[config.mk]
export PLATFORM = sky130hd
export DESIGN_NAME = dsi_lane_top
export DESIGN_NICKNAME = d
export VERILOG_FILES = /design/src/dsi_pkg.sv /design/src/dsi_hs_lane.sv /design/src/dsi_lane_full.sv /design/src/dsi_lane_regs.sv /design/src/dsi_lane_top.sv
export VERILOG_INCLUDE_DIRS = /design/src
export SDC_FILE = /design/constraint.sdc
export NUM_CORES = 1
export LEC_CHECK = 0
export BUFFER_PORTS_ARGS = -buffer_cell sky130_fd_sc_hd__buf_2
export CORE_AREA = 2 2 86 88
export CTS_BUF_LIST = sky130_fd_sc_hd__clkbuf_4
export DETAILED_ROUTE_END_ITERATION = 6
export DIE_AREA = 0 0 88 90
export PLACE_DENSITY = 0.91
export SLEW_MARGIN = 30
export SYNTH_ARGS = -nofsm -noshare
export SYNTH_HDL_FRONTEND = slang
export SYNTH_SLANG_ARGS = --single-unit
[constraint.sdc]
create_clock -name clk_sys -period 3.8 [get_ports clk_sys]
set_clock_uncertainty 0.15 [all_clocks]
set_input_delay 0.76 -clock clk_sys [delete_from_list [all_inputs] [get_ports clk_sys]]
set_output_delay 0.76 -clock clk_sys [all_outputs]
set_load 0.005 [all_outputs]
[src/dsi_cfg.svh]
`ifndef DSI_CFG_SVH
`define DSI_CFG_SVH

// reset values of the LP timing registers, in clk_sys cycles
`define DSI_T_LPX_DEF        8'd100
`define DSI_T_HS_PREPARE_DEF 8'd50
`define DSI_T_HS_EXIT_DEF    8'd100

// word addresses on the 3-bit wishbone address
`define DSI_ADR_CTRL         3'd0
`define DSI_ADR_T_LPX        3'd1
`define DSI_ADR_T_PREP       3'd2
`define DSI_ADR_T_EXIT       3'd3
`define DSI_ADR_STATUS       3'd4

// leader sent at the start of every burst
`define DSI_SYNC_BYTE        8'hB8

// wishbone data width
`define DSI_WB_DW            32

`endif

[src/dsi_pkg.sv]
`default_nettype none

`include "dsi_cfg.svh"

package dsi_pkg;

    typedef logic [7:0] byte_t;               // payload byte, timing value
    typedef logic [`DSI_WB_DW-1:0] word_t;    // bus word

    // lane FSM states, also reported in STATUS
    typedef enum logic [2:0] {
        LINES_DISABLED = 3'd0,
        IDLE           = 3'd1,
        HS_RQST        = 3'd2,                // LP-01
        HS_PREP        = 3'd3,                // LP-00
        HS_ACTIVE      = 3'd4,                // LP pair released
        HS_EXIT        = 3'd5                 // LP-00 after trail
    } lane_state_t;

endpackage

`default_nettype wire

[src/dsi_hs_lane.sv]
`timescale 1ns/1ps
`default_nettype none

`include "dsi_cfg.svh"

module dsi_hs_lane (
    input  wire                 clk_sys,
    input  wire                 rst_n,

    input  wire                 start_rqst,
    input  wire                 fin_rqst,
    input  wire dsi_pkg::byte_t inp_data,

    output logic                data_rqst,
    output logic                active,
    output logic                fin_ack,
    output logic                serial_hs
);

    typedef enum logic [1:0] {
        PH_IDLE,
        PH_SYNC,
        PH_DATA,
        PH_TRAIL
    } phase_t;

    phase_t         phase;
    logic [2:0]     bit_cnt;
    logic           last_bit;
    logic           shifting;
    dsi_pkg::byte_t sh;
    logic           trail_bit;

    assign last_bit = (bit_cnt == 3'd7);
    assign shifting = (phase == PH_SYNC) || (phase == PH_DATA);

    always_ff @(posedge clk_sys or negedge rst_n) begin
        if (!rst_n) begin
            phase     <= PH_IDLE;
            bit_cnt   <= 3'd0;
            data_rqst <= 1'b0;
        end else begin
            data_rqst <= 1'b0;
            case (phase)
                PH_IDLE: begin
                    if (start_rqst) begin
                        phase   <= PH_SYNC;
                        bit_cnt <= 3'd0;
                    end
                end
                PH_SYNC, PH_DATA: begin
                    bit_cnt <= bit_cnt + 3'd1;    // wraps at byte end
                    if (bit_cnt == 3'd6) begin
                        data_rqst <= !fin_rqst;   // high in the last bit
                    end
                    if (last_bit) begin
                        phase <= data_rqst ? PH_DATA : PH_TRAIL;
                    end
                end
                PH_TRAIL: begin
                    bit_cnt <= bit_cnt + 3'd1;
                    if (last_bit) begin
                        phase <= PH_IDLE;
                    end
                end
                default: phase <= PH_IDLE;
            endcase
        end
    end

    always_ff @(posedge clk_sys) begin
        if (phase == PH_IDLE && start_rqst) begin
            sh <= `DSI_SYNC_BYTE;
        end else if (shifting) begin
            if (last_bit && data_rqst) begin
                sh <= inp_data;                   // byte from the source
            end else begin
                sh <= sh >> 1;
            end
            if (last_bit) begin
                trail_bit <= ~sh[0];              // inverse of bit 7
            end
        end
    end

    assign active  = (phase != PH_IDLE);
    assign fin_ack = (phase == PH_TRAIL) && last_bit;

    always_comb begin
        case (phase)
            PH_SYNC, PH_DATA: serial_hs = sh[0];  // lsb first
            PH_TRAIL:         serial_hs = trail_bit;
            default:          serial_hs = 1'b0;
        endcase
    end

    // a request is always followed by the first bit of a new payload byte
    rqst_in_burst: assert property (@(posedge clk_sys) disable iff (!rst_n)
        data_rqst |-> active ##1 (phase == PH_DATA && bit_cnt == 3'd0));

endmodule

`default_nettype wire

[src/dsi_lane_full.sv]
`timescale 1ns/1ps
`default_nettype none

module dsi_lane_full (
    input  wire                  clk_sys,
    input  wire                  rst_n,

    input  wire                  lines_enable,
    input  wire                  start_rqst,
    input  wire                  fin_rqst,
    input  wire dsi_pkg::byte_t  t_lpx,
    input  wire dsi_pkg::byte_t  t_hs_prepare,
    input  wire dsi_pkg::byte_t  t_hs_exit,
    input  wire dsi_pkg::byte_t  inp_data,

    output dsi_pkg::lane_state_t state,
    output logic                 data_rqst,
    output logic                 active,
    output logic                 serial_hs,
    output logic                 lp_p,
    output logic                 lp_n,
    output logic                 lp_oe
);

    // states timed by the interval counters, in counter order
    localparam dsi_pkg::lane_state_t IVL_STATE [3] = '{
        dsi_pkg::HS_RQST,
        dsi_pkg::HS_PREP,
        dsi_pkg::HS_EXIT
    };

    dsi_pkg::lane_state_t state_next;
    dsi_pkg::byte_t       ivl_load [3];
    logic [2:0]           ivl_done;
    logic                 hs_start;
    logic                 hs_fin_ack;

    assign ivl_load[0] = t_lpx;
    assign ivl_load[1] = t_hs_prepare;
    assign ivl_load[2] = t_hs_exit;

    always_ff @(posedge clk_sys or negedge rst_n) begin
        if (!rst_n) begin
            state <= dsi_pkg::LINES_DISABLED;
        end else begin
            state <= state_next;
        end
    end

    always_comb begin
        case (state)
            dsi_pkg::LINES_DISABLED:
                state_next = lines_enable ? dsi_pkg::IDLE : dsi_pkg::LINES_DISABLED;
            dsi_pkg::IDLE: begin
                if (!lines_enable) begin
                    state_next = dsi_pkg::LINES_DISABLED;
                end else if (start_rqst) begin
                    state_next = dsi_pkg::HS_RQST;
                end else begin
                    state_next = dsi_pkg::IDLE;
                end
            end
            dsi_pkg::HS_RQST:
                state_next = ivl_done[0] ? dsi_pkg::HS_PREP : dsi_pkg::HS_RQST;
            dsi_pkg::HS_PREP:
                state_next = ivl_done[1] ? dsi_pkg::HS_ACTIVE : dsi_pkg::HS_PREP;
            dsi_pkg::HS_ACTIVE:
                state_next = hs_fin_ack ? dsi_pkg::HS_EXIT : dsi_pkg::HS_ACTIVE;
            dsi_pkg::HS_EXIT:
                state_next = ivl_done[2] ? dsi_pkg::IDLE : dsi_pkg::HS_EXIT;
            default:
                state_next = dsi_pkg::LINES_DISABLED;
        endcase
    end

    // loaded on entry, so each timed state lasts N+1 cycles
    for (genvar i = 0; i < 3; i++) begin : g_ivl
        dsi_pkg::byte_t cnt;

        always_ff @(posedge clk_sys or negedge rst_n) begin
            if (!rst_n) begin
                cnt <= '0;
            end else if (state == IVL_STATE[i]) begin
                cnt <= cnt - 8'd1;
            end else if (state_next == IVL_STATE[i]) begin
                cnt <= ivl_load[i];
            end
        end

        assign ivl_done[i] = (state == IVL_STATE[i]) && (cnt == '0);
    end

    // LP levels follow the next state, held through HS
    always_ff @(posedge clk_sys or negedge rst_n) begin
        if (!rst_n) begin
            lp_p <= 1'b1;
            lp_n <= 1'b1;
        end else begin
            case (state_next)
                dsi_pkg::LINES_DISABLED, dsi_pkg::IDLE: begin
                    lp_p <= 1'b1;
                    lp_n <= 1'b1;
                end
                dsi_pkg::HS_RQST: lp_p <= 1'b0;   // LP-01
                dsi_pkg::HS_PREP: lp_n <= 1'b0;   // LP-00
                default: ;
            endcase
        end
    end

    assign lp_oe = (state != dsi_pkg::HS_ACTIVE) && (state != dsi_pkg::LINES_DISABLED);

    assign hs_start = (state_next == dsi_pkg::HS_ACTIVE) && (state != dsi_pkg::HS_ACTIVE);

    dsi_hs_lane dsi_hs_lane_i (
        .clk_sys    (clk_sys),
        .rst_n      (rst_n),
        .start_rqst (hs_start),
        .fin_rqst   (fin_rqst),
        .inp_data   (inp_data),
        .data_rqst  (data_rqst),
        .active     (active),
        .fin_ack    (hs_fin_ack),
        .serial_hs  (serial_hs)
    );

    // LP pair released only in HS with the serializer running and LP-00 held
    lp_oe_low_hs: assert property (@(posedge clk_sys) disable iff (!rst_n)
        (!lp_oe && state != dsi_pkg::LINES_DISABLED) |->
            (state == dsi_pkg::HS_ACTIVE && active && !lp_p && !lp_n));

endmodule

`default_nettype wire

[src/dsi_lane_regs.sv]
`timescale 1ns/1ps
`default_nettype none

`include "dsi_cfg.svh"

module dsi_lane_regs (
    input  wire                       clk_sys,
    input  wire                       rst_n,

    input  wire                       wb_cyc,
    input  wire                       wb_stb,
    input  wire                       wb_we,
    input  wire logic [2:0]           wb_adr,
    input  wire dsi_pkg::word_t       wb_dat_w,
    output dsi_pkg::word_t            wb_dat_r,
    output logic                      wb_ack,

    input  wire dsi_pkg::lane_state_t state,
    input  wire                       active,

    output logic                      lines_enable,
    output logic                      start_rqst,
    output dsi_pkg::byte_t            t_lpx,
    output dsi_pkg::byte_t            t_hs_prepare,
    output dsi_pkg::byte_t            t_hs_exit
);

    logic           wb_req;
    logic           wr_en;
    dsi_pkg::word_t rd_mux;

    assign wb_req = wb_cyc && wb_stb && !wb_ack;    // one ack per strobe
    assign wr_en  = wb_req && wb_we;

    always_ff @(posedge clk_sys or negedge rst_n) begin
        if (!rst_n) begin
            wb_ack   <= 1'b0;
            wb_dat_r <= '0;
        end else begin
            wb_ack <= wb_req;
            if (wb_req) begin
                wb_dat_r <= rd_mux;                 // status sampled here
            end
        end
    end

    always_ff @(posedge clk_sys or negedge rst_n) begin
        if (!rst_n) begin
            lines_enable <= 1'b0;
            start_rqst   <= 1'b0;
            t_lpx        <= `DSI_T_LPX_DEF;
            t_hs_prepare <= `DSI_T_HS_PREPARE_DEF;
            t_hs_exit    <= `DSI_T_HS_EXIT_DEF;
        end else begin
            start_rqst <= 1'b0;                     // pulse
            if (wr_en) begin
                case (wb_adr)
                    `DSI_ADR_CTRL: begin
                        lines_enable <= wb_dat_w[0];
                        start_rqst   <= wb_dat_w[1];
                    end
                    `DSI_ADR_T_LPX:  t_lpx        <= wb_dat_w[7:0];
                    `DSI_ADR_T_PREP: t_hs_prepare <= wb_dat_w[7:0];
                    `DSI_ADR_T_EXIT: t_hs_exit    <= wb_dat_w[7:0];
                    default: ;                      // STATUS is read-only
                endcase
            end
        end
    end

    always_comb begin
        rd_mux = '0;
        case (wb_adr)
            `DSI_ADR_CTRL:   rd_mux[0]   = lines_enable;  // start reads 0
            `DSI_ADR_T_LPX:  rd_mux[7:0] = t_lpx;
            `DSI_ADR_T_PREP: rd_mux[7:0] = t_hs_prepare;
            `DSI_ADR_T_EXIT: rd_mux[7:0] = t_hs_exit;
            `DSI_ADR_STATUS: rd_mux[3:0] = {active, state};
            default: ;
        endcase
    end

    // strobe still held through the ack cycle
    ack_stb_held: assert property (@(posedge clk_sys) disable iff (!rst_n)
        wb_ack |-> (wb_cyc && wb_stb));

endmodule

`default_nettype wire

[src/dsi_lane_top.sv]
`timescale 1ns/1ps
`default_nettype none

module dsi_lane_top (
    input  wire                 clk_sys,
    input  wire                 rst_n,

    input  wire                 wb_cyc,
    input  wire                 wb_stb,
    input  wire                 wb_we,
    input  wire logic [2:0]     wb_adr,
    input  wire dsi_pkg::word_t wb_dat_w,
    output dsi_pkg::word_t      wb_dat_r,
    output logic                wb_ack,

    input  wire                 fin_rqst,
    input  wire dsi_pkg::byte_t inp_data,
    output logic                data_rqst,
    output logic                active,
    output logic                serial_hs,
    output logic                lp_p,
    output logic                lp_n,
    output logic                lp_oe
);

    logic                 lines_enable;
    logic                 start_rqst;
    dsi_pkg::byte_t       t_lpx;
    dsi_pkg::byte_t       t_hs_prepare;
    dsi_pkg::byte_t       t_hs_exit;
    dsi_pkg::lane_state_t state;

    dsi_lane_regs dsi_lane_regs_i (
        .clk_sys      (clk_sys),
        .rst_n        (rst_n),
        .wb_cyc       (wb_cyc),
        .wb_stb       (wb_stb),
        .wb_we        (wb_we),
        .wb_adr       (wb_adr),
        .wb_dat_w     (wb_dat_w),
        .wb_dat_r     (wb_dat_r),
        .wb_ack       (wb_ack),
        .state        (state),
        .active       (active),
        .lines_enable (lines_enable),
        .start_rqst   (start_rqst),
        .t_lpx        (t_lpx),
        .t_hs_prepare (t_hs_prepare),
        .t_hs_exit    (t_hs_exit)
    );

    dsi_lane_full dsi_lane_full_i (
        .clk_sys      (clk_sys),
        .rst_n        (rst_n),
        .lines_enable (lines_enable),
        .start_rqst   (start_rqst),
        .fin_rqst     (fin_rqst),
        .t_lpx        (t_lpx),
        .t_hs_prepare (t_hs_prepare),
        .t_hs_exit    (t_hs_exit),
        .inp_data     (inp_data),
        .state        (state),
        .data_rqst    (data_rqst),
        .active       (active),
        .serial_hs    (serial_hs),
        .lp_p         (lp_p),
        .lp_n         (lp_n),
        .lp_oe        (lp_oe)
    );

endmodule

`default_nettype wire

==> results of run 1 <==
stage by stage:
step | cell area [µm²] | utilization
4_1_cts | 4460 | 0.635
3_3_place_gp | 4290 | 0.611
3_5_place_dp | 4290 | 0.611
6_report | 4460 | 0.635
2_1_floorplan | 4170 | -
5_1_grt | 4460 | 0.635
cell type report:
type | count | area, µm²
Timing Repair Buffer | 42 | 218
Inverter | 15 | 56.3
Clock buffer | 9 | 67.6
Multi-Input combinational cell | 288 | 1930
Sequential cell | 79 | 1960
Fill cell | 529 | 2560
Tap cell | 99 | 124
Clock inverter | 7 | 104
registers in the layout, indices dropped and copies added (netlist names), 2 cells and up:
name,cells
dsi_lane_full_i.g_ivl.cnt,24
dsi_lane_full_i.dsi_hs_lane_i.sh,8
dsi_lane_full_i.state,3
dsi_lane_regs_i.wb_dat_r,8
dsi_lane_regs_i.t_hs_prepare,8
dsi_lane_full_i.dsi_hs_lane_i.phase,2
dsi_lane_regs_i.t_hs_exit,8
dsi_lane_full_i.dsi_hs_lane_i.bit_cnt,3
dsi_lane_regs_i.t_lpx,8
cell usage after synthesis, drive strengths merged, types with 6 or more instances:
library cell and count:
dfrtp 59, nor2b 9, ha 9, a22oi 6
a22o 10, nor2 23, dfstp 11, dfxtp 8
inv 15, a211oi 6, mux2 33, buf 24
nand3 14, a221o 6, o211ai 7, clkbuf 11
o21ai 18, a21oi 8, nand2 39
per-layer routing:
layer  wire [µm]  part of all wire  vias to the layer above
li1            -                 -                     1479
met1        3660              0.41                     1526
met2        4290              0.49                      131
met3         592             0.067                       26
met4         286             0.032                        0
met5           0                 0                        -
path summary, 6_finish.rpt:
path | startpoint | to | slack (ps)
setup reg to reg | dsi_lane_full_i.g_ivl[1].cnt[3] | dsi_lane_full_i.g_ivl[2].cnt[2] | 1070
max in group asynchronous | rst_n | dsi_lane_full_i.g_ivl[2].cnt[2] | 2560
hold reg to reg | dsi_lane_full_i.dsi_hs_lane_i.sh[0] | dsi_lane_full_i.dsi_hs_lane_i.trail_bit | 350
hold / removal | rst_n | dsi_lane_full_i.state[2] | 340
setup / recovery | dsi_lane_full_i.dsi_hs_lane_i.phase[0] | serial_hs | 950
min in group clk_sys | dsi_lane_full_i.dsi_hs_lane_i.sh[0] | dsi_lane_full_i.dsi_hs_lane_i.trail_bit | 350
kinds of logic (layout without fill, tap and decap cells):
kind of cell    Yosys count  count (layout)  share of synthesized area
buf+inv                  50              73                     0.0681
flops                    79              79                      0.479
other cells               1              24                   0.000919
fa+ha+maj                 9               9                     0.0276
simple gates            134             134                      0.173
xor+xnor                  1               1                    0.00215
compound gates           82              82                      0.146
mux                      38              38                      0.103
power groups by stage:
stage | Clock, mW | Combinational (mW) | Sequential, mW
3_3_place_gp | 0 | 0.478 | 1.12
6_report | 0.598 | 0.506 | 1.12
3_5_place_dp | 0 | 0.504 | 1.14
2_1_floorplan | 0 | 0.393 | 1.09
5_1_grt | 0.644 | 0.574 | 1.14
4_1_cts | 0.607 | 0.509 | 1.12
critical path: stages (launching register included):
cell     delay (ps)
dfrtp_1         410
inv_1            50
ha_1            650
a22oi_1         180
nor2_1          100
buf_2           110
==> results.cfg, run 1 <==
[run_status]
status = finished clean

[critical_path]
r2r_cells = 5
arrival_ps = 1940
start_kind = flip-flop
path_class = reg -> out
critPathMaxFanout = 22
cp.required_ps = 2890
end_kind = output port

[pwr]
p_int_mw = 1.52
leakage_nw = 2.12
power_mw = 2.23
switching_share = 0.318
power.share.clock = 0.268
switchingPower_mw = 0.708
ir_worst_vdd_uv = 325
seq_power_share = 0.504
powerDensity_nw_per_um2 = 499
p_comb_frac = 0.227

[route]
wirelength_um = 8830
ant_nets = 0
post_drt_wl_per_cell_um = 16.4
remaining_drc_errors = 0
vias_per_cell = 5.87
num_vias = 3162
drtPass1Iterations = 4
drt_iter0_drc = 281

[global_route]
grt_util_met1 = 0.326
grt_pass1_vias = 3100
grt.overflow.total = 0
grt-busiest-layer = met2
grt_pass1_wl_um = 14600
track_usage = 0.235
grt_use_met3 = 0.0386
met2_usage = 0.359
grt_max_degree = 71
antenna_found_initial = 0

[logic_synthesis]
synthArstFlopShare = 0.886
synthCells = 394
synth.area.top_cells = dfrtp_1, mux2_2, dfstp_2, buf_4, dfxtp_1
ys_seq_area_frac = 0.479
synthFlopType = dfrtp_1
synth_largest_area_cell = dfrtp_1
synth_edf_count = 1
yosysWarningCount = 0
netlist.area_leader.share = 0.362
syn_area_um2 = 4080
avgSynthCellArea_um2 = 10.4
synth-seq-cells = 79
synth.distinct_cells = 53

[placement]
io_buffers = 39
place_congestion = 0.899
dp_slack_ps = 1080
placedCellCount = 523
dp.final_hpwl_um = 6400

[final_layout]
n_antenna_cell = 0
area_growth_syn_to_layout_pct = 9.26
nets = 493
finalNonFillerCells = 539
final_common_cell = dfrtp_1
drive_gt1_frac = 0.250
final_cell_mix = dfrtp_1, nand2_1, buf_2

[sta]
finalSetupTns_ps = 0
holdWs_ps = 336
period_share = 0.749
rsz0062_at_grt = false
timing.fmax_mhz = 351
finalHoldViolations = 0
setup_viol = 0
maxSlewViolCount = 0
worst_slew_pin_slew_ps = 889
slew-limit-headroom = 0.408
finalWorstSetupSlack_ps = 953
fin_crit_ps = 2850

[floorplanning]
fp.coreArea_um2 = 7020
boundaryPins = 88
initial_core_util = 0.581
die_h_um = 90
rows = 31
die_w_um = 88
dieArea_um2 = 7920

[clocking]
cts_tree = yes
clk_pin_slew_ps = 140
cts_resized = 0
postCtsHoldBufs = 0
cts-root-buf = clkbuf_4
post_cts_buffers = 0
clock_sinks = 79
clock_latency_ps = 440
ctsHtreeMaxLevel = 3
cts_buffers = 9
clockBufferDepth = 2

[run]
cap_violations = 0

[min_path]
hold_class = in -> async
(Power assumes the default switching activity.)
==> run 2, diff against run 1 <==
Settings changed: CORE_AREA 2 2 86 88 to 2 2 93 95, DIE_AREA 0 0 88 90 to 0 0 95 97, PLACE_DENSITY 0.91 to 0.83.
Clock period 3.8 ns to 2.45 ns, I/O delays scaled along.
==> results.cfg, run 2 (synthesis gave the netlist of run 1 again) <==
[critical_path]
cp.required_ps = 2630
arrival_ps = 2650
start_kind = flip-flop
r2r_cells = 5
reg2reg_to = dsi_lane_full_i.g_ivl[2].cnt[5]
rr_startpoint = dsi_lane_full_i.g_ivl[1].cnt[3]
r2r_slack_ps = -20
critPathMostFrequentCell = or4_4
path_class = reg -> reg
end_kind = flip-flop
critPathMaxFanout = 4
cpPeakStageDelay_ps = 540
crit_chain = or4_4 -> o31a_1 -> or4_4 -> and3_4 -> a221o_1
critical-path-slowest-cell = or4_4

[pwr]
seq_power_share = 0.531
switchingPower_mw = 1.11
p_comb_frac = 0.250
power.share.clock = 0.220
switching_share = 0.337
powerDensity_nw_per_um2 = 719
ir_worst_vdd_uv = 508
leakage_nw = 2.20
p_int_mw = 2.18

[sta]
holdWs_ps = 160
worst_slew_pin_slew_ps = 502
finalHoldViolations = 0
slew-limit-headroom = 0.665
fin_crit_ps = 2470
period_share = 1.01
finalWorstSetupSlack_ps = -15.5
maxSlewViolCount = 0
setup_viol = 2
timing.fmax_mhz = 406
rsz0062_at_grt = true

[final_layout]
finalInstanceArea_um2 = 4570
final_cell_mix = dfrtp_1, nand2_1, buf_2
finalNonFillerCells = 563
max_flop_register = dsi_lane_full_i.g_ivl.cnt
final_common_cell = dfrtp_1
area_growth_syn_to_layout_pct = 12.0
drive_gt1_frac = 0.279
largest_reg_flops = 24
n_antenna_cell = 0
nets = 511

[route]
post_drt_wl_per_cell_um = 15.9
drtPass1Iterations = 5
ant_nets = 0
remaining_drc_errors = 0
vias_per_cell = 5.72
drt_iter0_drc = 114
wirelength_um = 8980
num_vias = 3222

[min_path]
holdPathStages = 2
hold_class = in -> reg
min-delay-start = wb_dat_w[4]
hold_end = dsi_lane_regs_i.t_lpx[4]

[global_route]
grt_pass1_vias = 3146
grt_max_degree = 30
grt_pass1_wl_um = 15000
grt.overflow.total = 0
track_usage = 0.208
antenna_found_initial = 0

[placement]
placedCellCount = 545
dp.final_hpwl_um = 6610
io_buffers = 39
place_congestion = 0.856
placed_area_um2 = 4430

[run]
cap_violations = 0

[floorplanning]
die_h_um = 97
rows = 33
boundaryPins = 88
dieArea_um2 = 9220
die_w_um = 95
fp.coreArea_um2 = 8130
initial_core_util = 0.502

[clocking]
clockBufferDepth = 2
clock_latency_ps = 440
clk_pin_slew_ps = 150
clock_sinks = 79
cts-root-buf = clkbuf_4
cts_tree = yes
cts_buffers = 9
ctsHtreeMaxLevel = 3

[run_status]
violations = negative setup slack
status = finished with violations
## run 2: power by group through the flow
stage | Sequential, mW | Combinational [mW] | Clock (mW)
3_5_place_dp | 1.76 | 0.819 | 0
3_3_place_gp | 1.74 | 0.783 | 0
4_1_cts | 1.74 | 0.828 | 0.743
2_1_floorplan | 1.69 | 0.612 | 0
6_report | 1.74 | 0.820 | 0.722
5_1_grt | 1.77 | 0.948 | 0.795
## run 2: per-stage QoR
| step | power (mW) | utilization | setup WS, ps | setup TNS, ps |
|---|---|---|---|---|
| 2_1_floorplan | 2.30 | - | 5.56 | 0 |
| 3_3_place_gp | 2.53 | 0.544 | 50.6 | 0 |
| 3_5_place_dp | 2.58 | 0.544 | 16.0 | 0 |
| 4_1_cts | 3.31 | 0.561 | -4.58 | -4.58 |
| 5_1_grt | 3.52 | 0.562 | -46.8 | -134 |
| 6_report | 3.29 | 0.562 | -15.5 | -18.0 |
## run 2: what timing repair did
action / in CTS / in global routing
endpoints found under the hold margin: 14 / 0
buffers inserted: 0 / 1
pin swaps: 0 / 2
hold buffers: 1 / 0
setup endpoints to repair: 1 / 4
resized for setup: 0 / 1
## run 2: metal layers
| layer | global-route usage | part of all wire | vias up |
|---|---|---|---|
| met2 | 0.328 | 0.49 | 97 |
| met5 | 0 | 0 | - |
| met4 | 0.0769 | 0.019 | 0 |
| li1 | - | - | 1513 |
| met3 | 0.0491 | 0.051 | 19 |
| met1 | 0.279 | 0.44 | 1593 |
## run 2: worst max-delay path, delay by kind of cell, from the launching register on
kind               cells  cell delay, ps
AOI/OAI and AO/OA      2             660
DFF                    1             400
and+or+nand+nor        3            1150
## run 2: worst max path at each step
stage / from / slack [ps] / depth (start not counted) / to
6_report: dsi_lane_full_i.g_ivl[1].cnt[3] / -20 / 5 / dsi_lane_full_i.g_ivl[2].cnt[5]
5_1_grt: dsi_lane_full_i.g_ivl[1].cnt[3] / -50 / 5 / dsi_lane_full_i.g_ivl[2].cnt[5]
4_1_cts: dsi_lane_full_i.g_ivl[1].cnt[3] / -5 / 5 / dsi_lane_full_i.g_ivl[2].cnt[2]
3_5_place_dp: dsi_lane_full_i.g_ivl[1].cnt[3] / 20 / 5 / dsi_lane_full_i.g_ivl[2].cnt[5]
3_3_place_gp: dsi_lane_full_i.g_ivl[1].cnt[3] / 50 / 5 / dsi_lane_full_i.g_ivl[2].cnt[5]
2_1_floorplan: dsi_lane_full_i.dsi_hs_lane_i.bit_cnt[0] / 6 / 8 / dsi_lane_full_i.g_ivl[2].cnt[5]
## run 2: layout make-up
type	count	area, µm²
fillers	707	3560
flip-flops and latches	79	1960
multi-input cells	288	1940
repair buffers	60	368
well taps	105	131
clock buffers	9	67.6
inverters	15	56.3
clock inverters	7	55.1
